File: src/verilog/lc3b_params.svh
`ifndef LC3B_PARAMS_SVH
`define LC3B_PARAMS_SVH

// first instruction fetched after reset
`define LC3B_RESET_PC 16'h0000

// general purpose registers R0..R7
`define LC3B_NUM_REGS 8

`endif

File: src/verilog/lc3b_pkg.sv
package lc3b_pkg;

typedef logic [15:0] lc3b_word;
typedef logic [2:0] lc3b_reg;
typedef logic [2:0] lc3b_nzp;

// LC-3b encodings of the supported subset
typedef enum logic [3:0] {
	op_br  = 4'b0000,
	op_add = 4'b0001,
	op_and = 4'b0101,
	op_ldr = 4'b0110,
	op_str = 4'b0111,
	op_not = 4'b1001
} lc3b_opcode;

typedef struct packed {
	lc3b_opcode opcode;
	logic imm_sel;
	logic reg_write;
	logic cc_write;
	logic mem_read;
	logic mem_write;
} lc3b_control_word;

typedef struct packed {
	lc3b_word npc;
	lc3b_word ir;
} f_de_t;

typedef struct packed {
	lc3b_word npc;
	lc3b_word ir;
	lc3b_control_word cw;
	lc3b_word sr1;
	lc3b_word sr2;
	lc3b_reg dr;
	lc3b_nzp nzp;
} de_ex_t;

typedef struct packed {
	lc3b_control_word cw;
	lc3b_reg dr;
	lc3b_word alu;
	lc3b_word addr;
	lc3b_word sdata;
} ex_mem_t;

endpackage : lc3b_pkg

File: src/verilog/stage_reg.sv
`timescale 1ns/10ps

module stage_reg #(
	parameter type T = logic
) (
	input logic clk,
	input logic rst_n,
	input logic load,
	input logic valid_in,
	input T data_in,
	output logic valid,
	output T data
);

always_ff @(posedge clk or negedge rst_n) begin
	if (!rst_n)
		valid <= 1'b0;
	else if (load)
		valid <= valid_in;
end

always_ff @(posedge clk) begin
	if (load)
		data <= data_in;
end

endmodule : stage_reg

File: src/verilog/fetch.sv
`timescale 1ns/10ps
`include "lc3b_params.svh"

module fetch (
	input logic clk,
	input logic rst_n,
	input logic load_regs,
	input logic load_pc,
	input logic br_taken,
	input lc3b_pkg::lc3b_word br_target,
	input lc3b_pkg::lc3b_word ifetch_rdata,
	output lc3b_pkg::lc3b_word ifetch_addr,
	output logic ifetch_read,
	output lc3b_pkg::lc3b_word npc,
	output lc3b_pkg::lc3b_word ir
);

lc3b_pkg::lc3b_word pc;
lc3b_pkg::lc3b_word pc_plus2;
logic fetch_en;

assign pc_plus2 = pc + 16'd2;

always_ff @(posedge clk or negedge rst_n) begin
	if (!rst_n) begin
		pc <= `LC3B_RESET_PC;
		fetch_en <= 1'b0;
	end else begin
		fetch_en <= 1'b1;
		if (load_regs && load_pc)
			pc <= br_taken ? br_target : pc_plus2;
	end
end

assign ifetch_addr = pc;
assign ifetch_read = fetch_en;
// word held by the arbiter until load_regs
assign npc = pc_plus2;
assign ir = ifetch_rdata;

endmodule : fetch

File: src/verilog/decode.sv
`timescale 1ns/10ps
`include "lc3b_params.svh"

module decode (
	input logic clk,
	input logic rst_n,
	input logic load_regs,
	input logic valid_in,
	input lc3b_pkg::lc3b_word npc_in,
	input lc3b_pkg::lc3b_word ir_in,
	input logic ex_valid,
	input lc3b_pkg::lc3b_control_word ex_cw,
	input lc3b_pkg::lc3b_reg ex_dr,
	input logic mem_valid,
	input lc3b_pkg::lc3b_control_word mem_cw,
	input lc3b_pkg::lc3b_reg mem_dr,
	input logic wb_en,
	input logic wb_cc_en,
	input lc3b_pkg::lc3b_reg wb_dr,
	input lc3b_pkg::lc3b_word wb_data,
	output lc3b_pkg::de_ex_t de_ex,
	output lc3b_pkg::lc3b_nzp cc,
	output logic valid,
	output logic load_pc
);

lc3b_pkg::lc3b_word regs [`LC3B_NUM_REGS];
lc3b_pkg::lc3b_control_word cw;
lc3b_pkg::lc3b_reg sr1_idx;
lc3b_pkg::lc3b_reg sr2_idx;
lc3b_pkg::lc3b_word sr1_val;
lc3b_pkg::lc3b_word sr2_val;
logic use_sr1;
logic use_sr2;
logic is_br;
logic cc_busy;
logic dep_stall;
logic br_stall;

function automatic logic writes_reg(
	input logic v,
	input lc3b_pkg::lc3b_control_word w,
	input lc3b_pkg::lc3b_reg dr,
	input lc3b_pkg::lc3b_reg idx
);
	return v && w.reg_write && (dr == idx);
endfunction

// unsupported opcodes fall through as no-ops
always_comb begin
	cw = '0;
	cw.opcode = lc3b_pkg::op_add;
	case (ir_in[15:12])
		lc3b_pkg::op_add,
		lc3b_pkg::op_and: begin
			cw.opcode = lc3b_pkg::lc3b_opcode'(ir_in[15:12]);
			cw.imm_sel = ir_in[5];
			cw.reg_write = 1'b1;
			cw.cc_write = 1'b1;
		end
		lc3b_pkg::op_not: begin
			cw.opcode = lc3b_pkg::op_not;
			cw.reg_write = 1'b1;
			cw.cc_write = 1'b1;
		end
		lc3b_pkg::op_ldr: begin
			cw.opcode = lc3b_pkg::op_ldr;
			cw.reg_write = 1'b1;
			cw.cc_write = 1'b1;
			cw.mem_read = 1'b1;
		end
		lc3b_pkg::op_str: begin
			cw.opcode = lc3b_pkg::op_str;
			cw.mem_write = 1'b1;
		end
		lc3b_pkg::op_br: cw.opcode = lc3b_pkg::op_br;
		default: ;
	endcase
end

// STR reads its data register through the second port
assign sr1_idx = ir_in[8:6];
assign sr2_idx = (cw.opcode == lc3b_pkg::op_str) ? ir_in[11:9] : ir_in[2:0];

assign sr1_val = (wb_en && wb_dr == sr1_idx) ? wb_data : regs[sr1_idx];
assign sr2_val = (wb_en && wb_dr == sr2_idx) ? wb_data : regs[sr2_idx];

assign use_sr1 = cw.reg_write || cw.mem_write;
assign use_sr2 = cw.mem_write || (cw.reg_write && !cw.imm_sel &&
	(cw.opcode == lc3b_pkg::op_add || cw.opcode == lc3b_pkg::op_and));
assign is_br = cw.opcode == lc3b_pkg::op_br;
assign cc_busy = (ex_valid && ex_cw.cc_write) || (mem_valid && mem_cw.cc_write);

assign dep_stall = valid_in && (
	(use_sr1 && (writes_reg(ex_valid, ex_cw, ex_dr, sr1_idx) ||
		writes_reg(mem_valid, mem_cw, mem_dr, sr1_idx))) ||
	(use_sr2 && (writes_reg(ex_valid, ex_cw, ex_dr, sr2_idx) ||
		writes_reg(mem_valid, mem_cw, mem_dr, sr2_idx))) ||
	(is_br && cc_busy));
// BR on its way into de_ex, PC holds until execute resolves it
assign br_stall = valid_in && is_br;

assign valid = valid_in && !dep_stall;
assign load_pc = !(dep_stall || br_stall);

always_comb begin
	de_ex.npc = npc_in;
	de_ex.ir = ir_in;
	de_ex.cw = cw;
	de_ex.sr1 = sr1_val;
	de_ex.sr2 = sr2_val;
	de_ex.dr = ir_in[11:9];
	de_ex.nzp = ir_in[11:9];
end

always_ff @(posedge clk or negedge rst_n) begin
	if (!rst_n) begin
		for (int i = 0; i < `LC3B_NUM_REGS; i++)
			regs[i] <= '0;
	end else if (load_regs && wb_en) begin
		regs[wb_dr] <= wb_data;
	end
end

always_ff @(posedge clk or negedge rst_n) begin
	if (!rst_n) begin
		cc <= 3'b010;
	end else if (load_regs && wb_cc_en) begin
		cc[2] <= wb_data[15];
		cc[1] <= wb_data == '0;
		cc[0] <= !wb_data[15] && (|wb_data);
	end
end

endmodule : decode

File: src/verilog/execute.sv
`timescale 1ns/10ps

module execute (
	input lc3b_pkg::de_ex_t de_ex,
	input logic valid_in,
	input lc3b_pkg::lc3b_nzp cc,
	output lc3b_pkg::ex_mem_t ex_mem,
	output logic br_taken,
	output lc3b_pkg::lc3b_word br_target
);

lc3b_pkg::lc3b_word imm5;
lc3b_pkg::lc3b_word off6;
lc3b_pkg::lc3b_word off9;
lc3b_pkg::lc3b_word operand_b;
lc3b_pkg::lc3b_word alu;
lc3b_pkg::lc3b_word ea;

// word offsets are shifted left into byte offsets
assign imm5 = {{11{de_ex.ir[4]}}, de_ex.ir[4:0]};
assign off6 = {{9{de_ex.ir[5]}}, de_ex.ir[5:0], 1'b0};
assign off9 = {{6{de_ex.ir[8]}}, de_ex.ir[8:0], 1'b0};

assign operand_b = de_ex.cw.imm_sel ? imm5 : de_ex.sr2;

always_comb begin
	case (de_ex.cw.opcode)
		lc3b_pkg::op_add: alu = de_ex.sr1 + operand_b;
		lc3b_pkg::op_and: alu = de_ex.sr1 & operand_b;
		lc3b_pkg::op_not: alu = ~de_ex.sr1;
		default: alu = '0;
	endcase
end

// base register plus offset for LDR and STR
assign ea = de_ex.sr1 + off6;

assign br_target = de_ex.npc + off9;
assign br_taken = valid_in && (de_ex.cw.opcode == lc3b_pkg::op_br) &&
	(|(de_ex.nzp & cc));

always_comb begin
	ex_mem.cw = de_ex.cw;
	ex_mem.dr = de_ex.dr;
	ex_mem.alu = alu;
	ex_mem.addr = ea;
	ex_mem.sdata = de_ex.sr2;
end

endmodule : execute

File: src/verilog/mem_stage.sv
`timescale 1ns/10ps

module mem_stage (
	input lc3b_pkg::ex_mem_t ex_mem,
	input logic valid_in,
	input lc3b_pkg::lc3b_word dmem_rdata,
	output logic dmem_read,
	output logic dmem_write,
	output lc3b_pkg::lc3b_word dmem_addr,
	output lc3b_pkg::lc3b_word dmem_wdata,
	output logic wb_en,
	output logic wb_cc_en,
	output lc3b_pkg::lc3b_reg wb_dr,
	output lc3b_pkg::lc3b_word wb_data
);

// request stays up for the whole step
assign dmem_read = valid_in && ex_mem.cw.mem_read;
assign dmem_write = valid_in && ex_mem.cw.mem_write;
assign dmem_addr = ex_mem.addr;
assign dmem_wdata = ex_mem.sdata;

// applied by decode on the load_regs edge
assign wb_en = valid_in && ex_mem.cw.reg_write;
assign wb_cc_en = valid_in && ex_mem.cw.cc_write;
assign wb_dr = ex_mem.dr;
assign wb_data = ex_mem.cw.mem_read ? dmem_rdata : ex_mem.alu;

endmodule : mem_stage

File: src/verilog/arbiter.sv
`timescale 1ns/10ps

module arbiter (
	input logic clk,
	input logic rst_n,
	input logic ifetch_read,
	input lc3b_pkg::lc3b_word ifetch_addr,
	input logic dmem_read,
	input logic dmem_write,
	input lc3b_pkg::lc3b_word dmem_addr,
	input lc3b_pkg::lc3b_word dmem_wdata,
	output lc3b_pkg::lc3b_word ifetch_rdata,
	output lc3b_pkg::lc3b_word dmem_rdata,
	output logic load_regs,
	output lc3b_pkg::lc3b_word pmem_adr,
	output lc3b_pkg::lc3b_word pmem_dat_w,
	output logic pmem_we,
	output logic [1:0] pmem_sel,
	output logic pmem_cyc,
	output logic pmem_stb,
	input lc3b_pkg::lc3b_word pmem_dat_r,
	input logic pmem_ack
);

typedef enum logic [1:0] {st_idle, st_data, st_fetch, st_done} state_t;

state_t state;
logic data_served;

always_ff @(posedge clk or negedge rst_n) begin
	if (!rst_n) begin
		state <= st_idle;
		data_served <= 1'b0;
	end else begin
		case (state)
			st_idle: begin
				// data access goes first in each step
				if ((dmem_read || dmem_write) && !data_served)
					state <= st_data;
				else if (ifetch_read)
					state <= st_fetch;
			end
			st_data: begin
				if (pmem_ack) begin
					state <= st_idle;
					data_served <= 1'b1;
				end
			end
			st_fetch: begin
				if (pmem_ack)
					state <= st_done;
			end
			st_done: begin
				state <= st_idle;
				data_served <= 1'b0;
			end
		endcase
	end
end

always_ff @(posedge clk) begin
	if (state == st_data && pmem_ack)
		dmem_rdata <= pmem_dat_r;
	if (state == st_fetch && pmem_ack)
		ifetch_rdata <= pmem_dat_r;
end

assign pmem_cyc = (state == st_data) || (state == st_fetch);
assign pmem_stb = pmem_cyc;
assign pmem_we = (state == st_data) && dmem_write;
assign pmem_adr = (state == st_data) ? dmem_addr : ifetch_addr;
assign pmem_dat_w = dmem_wdata;
assign pmem_sel = 2'b11;
assign load_regs = state == st_done;

endmodule : arbiter

File: src/verilog/lc3b_pipe.sv
`timescale 1ns/10ps

module lc3b_pipe (
	input logic clk,
	input logic rst_n,
	output lc3b_pkg::lc3b_word pmem_adr,
	output lc3b_pkg::lc3b_word pmem_dat_w,
	output logic pmem_we,
	output logic [1:0] pmem_sel,
	output logic pmem_cyc,
	output logic pmem_stb,
	input lc3b_pkg::lc3b_word pmem_dat_r,
	input logic pmem_ack
);

logic load_regs;
logic load_pc;
logic load_de;
logic br_taken;
lc3b_pkg::lc3b_word br_target;
lc3b_pkg::lc3b_nzp cc;

logic ifetch_read;
lc3b_pkg::lc3b_word ifetch_addr;
lc3b_pkg::lc3b_word ifetch_rdata;
logic dmem_read;
logic dmem_write;
lc3b_pkg::lc3b_word dmem_addr;
lc3b_pkg::lc3b_word dmem_wdata;
lc3b_pkg::lc3b_word dmem_rdata;

lc3b_pkg::lc3b_word fetch_npc;
lc3b_pkg::lc3b_word fetch_ir;
lc3b_pkg::f_de_t f_de_in;
lc3b_pkg::f_de_t f_de_q;
logic f_de_valid_in;
logic f_de_valid;

lc3b_pkg::de_ex_t de_ex_in;
lc3b_pkg::de_ex_t de_ex_q;
logic de_valid;
logic de_ex_valid;

lc3b_pkg::ex_mem_t ex_mem_in;
lc3b_pkg::ex_mem_t ex_mem_q;
logic ex_mem_valid;

logic wb_en;
logic wb_cc_en;
lc3b_pkg::lc3b_reg wb_dr;
lc3b_pkg::lc3b_word wb_data;

// fetch is a bubble while the PC waits or a taken branch redirects it
assign f_de_valid_in = load_pc && !br_taken;
// a valid instruction dropped by decode means a dependency stall
assign load_de = !f_de_valid || de_valid;
assign f_de_in = '{npc: fetch_npc, ir: fetch_ir};

fetch fetch_i (
	.clk, .rst_n, .load_regs, .load_pc, .br_taken, .br_target,
	.ifetch_rdata, .ifetch_addr, .ifetch_read,
	.npc(fetch_npc), .ir(fetch_ir)
);

stage_reg #(.T(lc3b_pkg::f_de_t)) f_de (
	.clk, .rst_n, .load(load_de && load_regs),
	.valid_in(f_de_valid_in), .data_in(f_de_in),
	.valid(f_de_valid), .data(f_de_q)
);

decode decode_i (
	.clk, .rst_n, .load_regs,
	.valid_in(f_de_valid), .npc_in(f_de_q.npc), .ir_in(f_de_q.ir),
	.ex_valid(de_ex_valid), .ex_cw(de_ex_q.cw), .ex_dr(de_ex_q.dr),
	.mem_valid(ex_mem_valid), .mem_cw(ex_mem_q.cw), .mem_dr(ex_mem_q.dr),
	.wb_en, .wb_cc_en, .wb_dr, .wb_data,
	.de_ex(de_ex_in), .cc, .valid(de_valid), .load_pc
);

// back stages never hold, they advance on every step
stage_reg #(.T(lc3b_pkg::de_ex_t)) de_ex (
	.clk, .rst_n, .load(load_regs),
	.valid_in(de_valid), .data_in(de_ex_in),
	.valid(de_ex_valid), .data(de_ex_q)
);

execute execute_i (
	.de_ex(de_ex_q), .valid_in(de_ex_valid), .cc,
	.ex_mem(ex_mem_in), .br_taken, .br_target
);

stage_reg #(.T(lc3b_pkg::ex_mem_t)) ex_mem (
	.clk, .rst_n, .load(load_regs),
	.valid_in(de_ex_valid), .data_in(ex_mem_in),
	.valid(ex_mem_valid), .data(ex_mem_q)
);

mem_stage mem_stage_i (
	.ex_mem(ex_mem_q), .valid_in(ex_mem_valid), .dmem_rdata,
	.dmem_read, .dmem_write, .dmem_addr, .dmem_wdata,
	.wb_en, .wb_cc_en, .wb_dr, .wb_data
);

arbiter arbiter_i (
	.clk, .rst_n,
	.ifetch_read, .ifetch_addr,
	.dmem_read, .dmem_write, .dmem_addr, .dmem_wdata,
	.ifetch_rdata, .dmem_rdata, .load_regs,
	.pmem_adr, .pmem_dat_w, .pmem_we, .pmem_sel, .pmem_cyc, .pmem_stb,
	.pmem_dat_r, .pmem_ack
);

endmodule : lc3b_pipe

File: config.mk
export PLATFORM = sky130hd
export DESIGN_NAME = lc3b_pipe
export DESIGN_NICKNAME = d
export VERILOG_FILES = /design/src/verilog/lc3b_pkg.sv /design/src/verilog/stage_reg.sv /design/src/verilog/fetch.sv /design/src/verilog/decode.sv /design/src/verilog/execute.sv /design/src/verilog/mem_stage.sv /design/src/verilog/arbiter.sv /design/src/verilog/lc3b_pipe.sv
export VERILOG_INCLUDE_DIRS = /design/src /design/src/verilog
export SDC_FILE = /design/constraint.sdc
export NUM_CORES = 1
export LEC_CHECK = 0
export ABC_AREA = 1
export ABC_CLOCK_PERIOD_IN_PS = 6320
export BUFFER_PORTS_ARGS = -buffer_cell sky130_fd_sc_hd__buf_2
export CAP_MARGIN = 10
export CORE_UTILIZATION = 59
export CTS_BUF_LIST = sky130_fd_sc_hd__clkbuf_8
export DETAILED_ROUTE_END_ITERATION = 8
export PLACE_DENSITY = 0.88
export SYNTH_ARGS = -nofsm -noshare
export SYNTH_HDL_FRONTEND = slang
export SYNTH_SLANG_ARGS = --single-unit
File: constraint.sdc
create_clock -name clk -period 6.32 [get_ports clk]
set_input_delay 1.264 -clock clk [delete_from_list [all_inputs] [get_ports clk]]
set_output_delay 1.264 -clock clk [all_outputs]
set_load 0.02 [all_outputs]
Yosys cells after proc, flatten, opt, wreduce, memory -nomap -nowiden
Index checks and enable logic that the tools add are counted.
{ "word_totals": {"word_cells": 165, "reg_bits": 342, "output_inout_bits": 37, "input_bits": 19} }
{ "classes": {"n_mux": 29, "n_addsub": 4, "bitwise": 6, "n_eq_ne": 21, "order_cmp": 4, "n_reduce_logical": 62} }
{ "ops": {"columns": ["op", "count"], "rows": [
  ["16-bit two-way mux", 11],
  ["128-bit bitwise mux", 1],
  ["16-bit binary-select mux with 3-bit select", 2],
  ["16-bit adder", 3],
  ["16-bit demux with 3-bit select", 1],
  ["16-bit case mux with 3 select lines", 1],
  ["1-bit logical AND", 31],
  ["4-bit by 3-bit == test with 1-bit output (second input constant)", 6],
  ["4-bit case mux with 5 select lines", 1],
  ["16-bit by 2-bit adder with 16-bit output (second input constant)", 1],
  ["16-bit AND", 1],
  ["16-bit logical NOT", 1],
  ["16-bit NOT", 1],
  ["16-bit OR reduction", 1],
  ["3-bit == test", 4],
  ["4-bit by 1-bit == test with 1-bit output (second input constant)", 3],
  ["4-bit >= comparator (second input constant)", 3],
  ["4-bit logical NOT", 3],
  ["1-bit logical OR", 12],
  ["3-bit NOT with 4-bit output", 3],
  ["2-bit two-way mux", 5],
  ["4-bit == test (second input constant)", 2],
  ["2-bit case mux with 4 select lines", 1],
  ["1-bit logical NOT", 7],
  ["other kinds (16)", 21]
]} }

Depth between registers and ports, before layout
{ "logic_depth": {"word_depth": 16, "depth_mapped": 18, "depth_no_buf": 17} }

Modules after synthesis
Synthesis repeated with hierarchy kept, for this count alone.
{ "hier_totals": {"cells_unflattened": 2311, "hier_area_um2": 20002.9} }
{ "by_module_without_submodules": {"columns": ["module", "cells_per_inst", "instances", "seq_area_each_um2", "area_each_um2"], "rows": [
  ["decode", 1176, 1, 3279.4, 8214.1],
  ["execute", 541, 1, 0.0, 3128.0],
  ["stage_reg (de_ex)", 84, 1, 2397.3, 2412.3],
  ["stage_reg (ex_mem)", 65, 1, 1826.8, 1841.8],
  ["arbiter", 147, 1, 1036.0, 1605.3],
  ["fetch", 161, 1, 425.4, 1239.9],
  ["stage_reg (f_de)", 37, 1, 985.9, 1001.0],
  ["mem_stage", 95, 1, 0.0, 536.8],
  ["lc3b_pipe", 5, 1, 0.0, 23.8]
]} }

Least setup slack after synthesis
OpenSTA, ideal clock, no wires.
{ "synth_timing": {"path_kind": "register to register", "start": "reg arbiter_i.state[0]", "end": "reg f_de.data[0] in the netlist's numbering, enable pin", "synth_period_minus_slack_ns": 5.983, "setup_ns": 0.432, "arrival_ns": 5.551, "path_buffers": 1, "required_ns": 5.888, "slack_ns": 0.337, "path_stages_with_launch": 5, "cell_sequence": "dfrtp_1 -> ha_1 -> buf_2 -> inv_2 -> a21oi_1"} }
{ "synth_via": {"elab_chain_len": 2} }
{ "synth_rtl": {"columns": ["item", "line", "text"], "rows": [
  ["from (decl)", "arbiter.sv:27", "state_t state;"],
  ["from (signal assigned)", "arbiter.sv:32", "state <= st_idle;"],
  ["from (signal assigned)", "arbiter.sv:39", "state <= st_data;"],
  ["from (signal assigned)", "arbiter.sv:41", "state <= st_fetch;"],
  ["2-bit == test", "arbiter.sv:74", "assign load_regs = state == st_done;"],
  ["1-bit logical AND", "lc3b_pipe.sv:66", ".clk, .rst_n, .load(load_de && load_regs),"],
  ["via f_de.load", "stage_reg.sv:8", "input logic load,"],
  ["to (signal assigned)", "stage_reg.sv:24", "data <= data_in;"],
  ["to (decl)", "stage_reg.sv:12", "output T data"]
]} }
The timed path passes the listed nets, and every way through them passes these cells.
A chain may end at the register's enable or synchronous reset.

Worst setup path after layout
{ "layout_timing": {"start": "reg arbiter_i.state[1]", "end": "out pmem_adr[2]"} }
{ "layout_via": {"elab_chain_len": 2} }
{ "layout_rtl": {"columns": ["item", "line", "text"], "rows": [
  ["2-bit by 1-bit == test with 1-bit output", "arbiter.sv:71", "assign pmem_adr = (state == st_data) ? dmem_addr : ifetch_addr;"],
  ["16-bit two-way mux", "arbiter.sv:71", null],
  ["to (decl)", "lc3b_pipe.sv:6", "output lc3b_pkg::lc3b_word pmem_adr,"]
]} }
No other way between the ends.

==> results summary <==
The flow ran to the end, and the final reports show no timing, DRC or antenna violations. The post-detailed-routing wire length came out at 47.09 mm. In the synthesized netlist the dominant register cell turns out to be edfxtp_1. The via count of the first global-routing pass came to 14040. For the worst flop-to-flop path, the logic depth is 11. In this run the critical register-to-register path is captured at f_de.data[15]$_DFFE_PP_. The number of filler instances in the final layout is 2213. The clock slew seen by the registers of the worst setup and hold paths is 70 ps.

The number of instances on the worst hold path is 0. The global-route wire length before repair is 75.25 mm. The total setup violations reported at the end of the flow is 0.

Counting along the longest clock path gives a buffer depth of 3. In the final design database the tool counted 2029 nets. The per-cell routed wire length is 19.73 µm.

The minimum clock period came out at 4019 ps. Sorting the synthesized cells by area gives the leading types as edfxtp_1 (32%), dfrtp_1 (22%), o21ai_0 (9.6%). For this design the static power due to leakage is 8.159 nW. The internal power is 5.701 mW. The detailed-routing iteration count for the pre-antenna-repair pass is 8.

In the routed design, unresolved DRC markers number 0. The distinct cell type count after synthesis is 55. The worst setup path is of the reg2out kind. Measured on the finished design, the core utilization comes to 65.94%. The final weighted congestion of routability-driven global placement is 0.9922. The clock share of power came out at 19.7%. The class of the tightest hold or removal check is reg2reg. The number of enable flip-flop cells after synthesis is 186. CTS saw 340 sinks. The core area came out at 29010 µm². The delay contributed by the slowest stage of the critical path came out at 830 ps. The number of top-level pins came out at 56. The count of maximum capacitance violations came out at 0.

The post-route netlist has 9.636% of its cells at a drive strength greater than 1. The number of H-tree levels is 2. The worst register-to-register path begins at f_de.data[15]$_DFFE_PP_.

Leaving out filler cells and counting taps, the final layout contains 2387. In this run, synthesis produced a sequential element count of 340. Setup repair after global routing left no endpoint under its margin. The overall power of the completed layout is 9.902 mW. VDD sags by at most 0.2233 mV.

Ranked by instance count, the synthesized netlist is headed by nand2_1 (353), o21ai_0 (337), inv_1 (188). The number of hold buffers added after CTS was 0. Entering global routing, the biggest net connects 81 pins. The overall via count from detail_route is 14660. The setup slack of the worst register-to-register path came out at 2670 ps. The clock latency reported for the late side of the worst-skew pair came out at 620 ps.

The number of core rows is 62. The slowest stage of the critical path is the ha_1 cell. Based on the critical path, the design can be clocked at up to 248.8 MHz. The worst setup path is launched from a flip-flop.

In this run the most critical hold path is launched from arbiter_i.ifetch_rdata[5]$_DFFE_PP_. The post-cts sizing count came out at 0. The headroom to the max-slew limit came out at 22.88%. The floorplan step defined a die boundary enclosing 30490 µm². The die boundary height came out at 174.6 µm. The number of inserted diodes came out at 0. The critical path goes through inv_1, ha_1, inv_1, nand2_1, nand2_1, buf_2.

Among all cell types in the netlist, the one instantiated most often is nand2_1. The total count of max-transition violations in the final report came out at 0. Global routing used 31.50% of the available tracks. Net switching is 42.42% of the power. The setup TNS is 0 ps. The total overflow left after global routing is 0. For the worst setup path, the data arrival time is 2750 ps. The combinational share of power is 39.5%.

The clock buffer count from CTS is 54. The largest fanout on the critical path came out at 31. The final-layout worst hold slack came out at 395.0 ps.

The post-route clock period utilization came out at 63.59%. The proportion of synthesized flip-flops having asynchronous set or reset came out at 45.29%. The destination of the worst hold path is f_de.data[5]$_DFFE_PP_. The clock skew came out at 52.86 ps.

The portion of synthesized cell area occupied by the leading cell type is 31.78%. The horizontal die dimension came out at 174.6 µm. The biggest area contributor in the post-synthesis netlist is edfxtp_1. The layout overhead on the synthesized area came out at 8.848%. In this run, placement finished with an instance count of 2285. The endpoint kind of the worst setup timing path is an output port.

CTS placed an instance of clkbuf_8 at the clock tree root. The mean instance size in the synthesized netlist came out at 9.056 µm². The vias per cell came out at 6.141. The HPWL after detailed placement is 31.61 mm. At the worst endpoint, the required time is 5060 ps. The power per standard cell area is 517.6 nW/µm².

The number of warnings issued by yosys is 0. Port buffering added 53 buffers. The switching power came out at 4.200 mW.

The DRC marker count from the first detailed-route iteration is 2025. The buffer count from post-CTS setup fixing is 0. Of the synthesized area, sequential elements account for 53.71%. The slew at the pin closest to its max-slew limit is 1157 ps.

In this run, flip-flops and latches consume 40.8% of the power. The number of failing hold endpoints at the final stage is 0. Once detail routing completed, the nets flagged for antenna violations numbered 0. The summed instance area of the synthesized netlist came out at 17580 µm². The initial core utilization came out at 60.58%. TritonCTS built the clock tree. The initial antenna violation count is 1.

The number of instances in the synthesized netlist came out at 1941.
## worst max-delay path: cells and delay by family, from the launching register on
kind | cells | cell delay [ps]
DFF | 1 | 420
and+or+nand+nor | 2 | 210
buffers and inverters | 3 | 670
adders and majority gates | 1 | 830
## flip-flops by register name, indices dropped and copies added (netlist names)
name and flops:
arbiter_i.ifetch_rdata 16, ex_mem.valid 1, arbiter_i.data_served 1, fetch_i.ifetch_read 1, fetch_i.ifetch_addr 16, de_ex.valid 1
de_ex.data 68, ex_mem.data 54, decode_i.regs 128, decode_i.cc 3, f_de.data 32, f_de.valid 1
arbiter_i.state 2, arbiter_i.dmem_rdata 16
## how the worst max path moves through the flow
stage	from	endpoint	slack [ps]	cells after the start
2_1_floorplan	arbiter_i.state[0]$_DFFE_PN0P_	f_de.data[0]$_DFFE_PP_	340	4
3_3_place_gp	f_de.data[15]$_DFFE_PP_	f_de.data[27]$_DFFE_PP_	2850	11
3_5_place_dp	f_de.data[15]$_DFFE_PP_	f_de.data[26]$_DFFE_PP_	2720	11
4_1_cts	arbiter_i.state[1]$_DFFE_PN0P_	pmem_adr[3]	2260	6
5_1_grt	arbiter_i.state[1]$_DFFE_PN0P_	pmem_adr[3]	2050	6
6_report	arbiter_i.state[1]$_DFFE_PN0P_	pmem_adr[2]	2300	6
## logic make-up (layout without fill, tap and decap cells)
| group | count (synthesis) | after routing | synth area share, % |
|---|---|---|---|
| and+or+nand+nor | 605 | 605 | 14.62 |
| AOI/OAI and AO/OA | 597 | 597 | 18.54 |
| DFF | 340 | 340 | 53.71 |
| buffers and inverters | 303 | 363 | 7.069 |
| adders and majority gates | 53 | 53 | 3.901 |
| xor gates and xnor gates | 39 | 39 | 1.943 |
| muxes | 3 | 3 | 0.1922 |
| other | 1 | 3 | 0.02133 |
## placed cells by master, fill, tap and decap left out, types with 5 or more instances in the layout
master and instances:
nand2_1 352, o21ai_0 337, inv_1 209, edfxtp_1 186, a21oi_1 166, dfrtp_1 153, nor2_1 123, nand3_1 69
clkbuf_8 64, buf_2 52, ha_1 49, xor2_1 32, o221ai_1 24, o311ai_0 15, buf_4 15, nor3_1 14
o211ai_1 12, o22ai_1 11, nand4_1 10, nand2_4 8, clkinv_2 8, xnor2_1 7, nand2_2 6, o31ai_1 6
nor2_2 5, o21ai_1 5
## per-layer routing
metal / wire length, µm / global-route usage (%)
met1: 18060 / 42.23
met2: 21540 / 49.45
met3: 5037 / 5.527
met4: 2458 / 16.38
met5: 0 / 0
## through the flow
step | cell area (µm²) | setup WS, ps
final | 19130 | 2301
after global routing | 19130 | 2045
after CTS | 19130 | 2263
after detailed placement | 17990 | 2719
after global placement | 17990 | 2855
after floorplan | 17580 | 336.9
## power groups by stage
stage          clock (mW)  sequential, mW  combinational (mW)
5_1_grt              2.07            4.11                4.33
2_1_floorplan           0            3.78                2.91
6_report             1.95            4.04                3.92
3_5_place_dp            0            4.04                3.79
3_3_place_gp            0            4.01                3.66
4_1_cts              1.96            4.01                3.83
## layout make-up
type | count | area, µm² | share of cell area, %
clock buffer | 64 | 880.8 | 4.604
clock inverter | 38 | 261.5 | 1.367
inverter | 193 | 724.4 | 3.787
multi-input combinational | 1300 | 6960 | 36.38
sequential | 340 | 9440 | 49.34
tap | 384 | 480.5 | 2.511
timing repair buffer | 68 | 384.1 | 2.008
(Power assumes the default switching activity.)
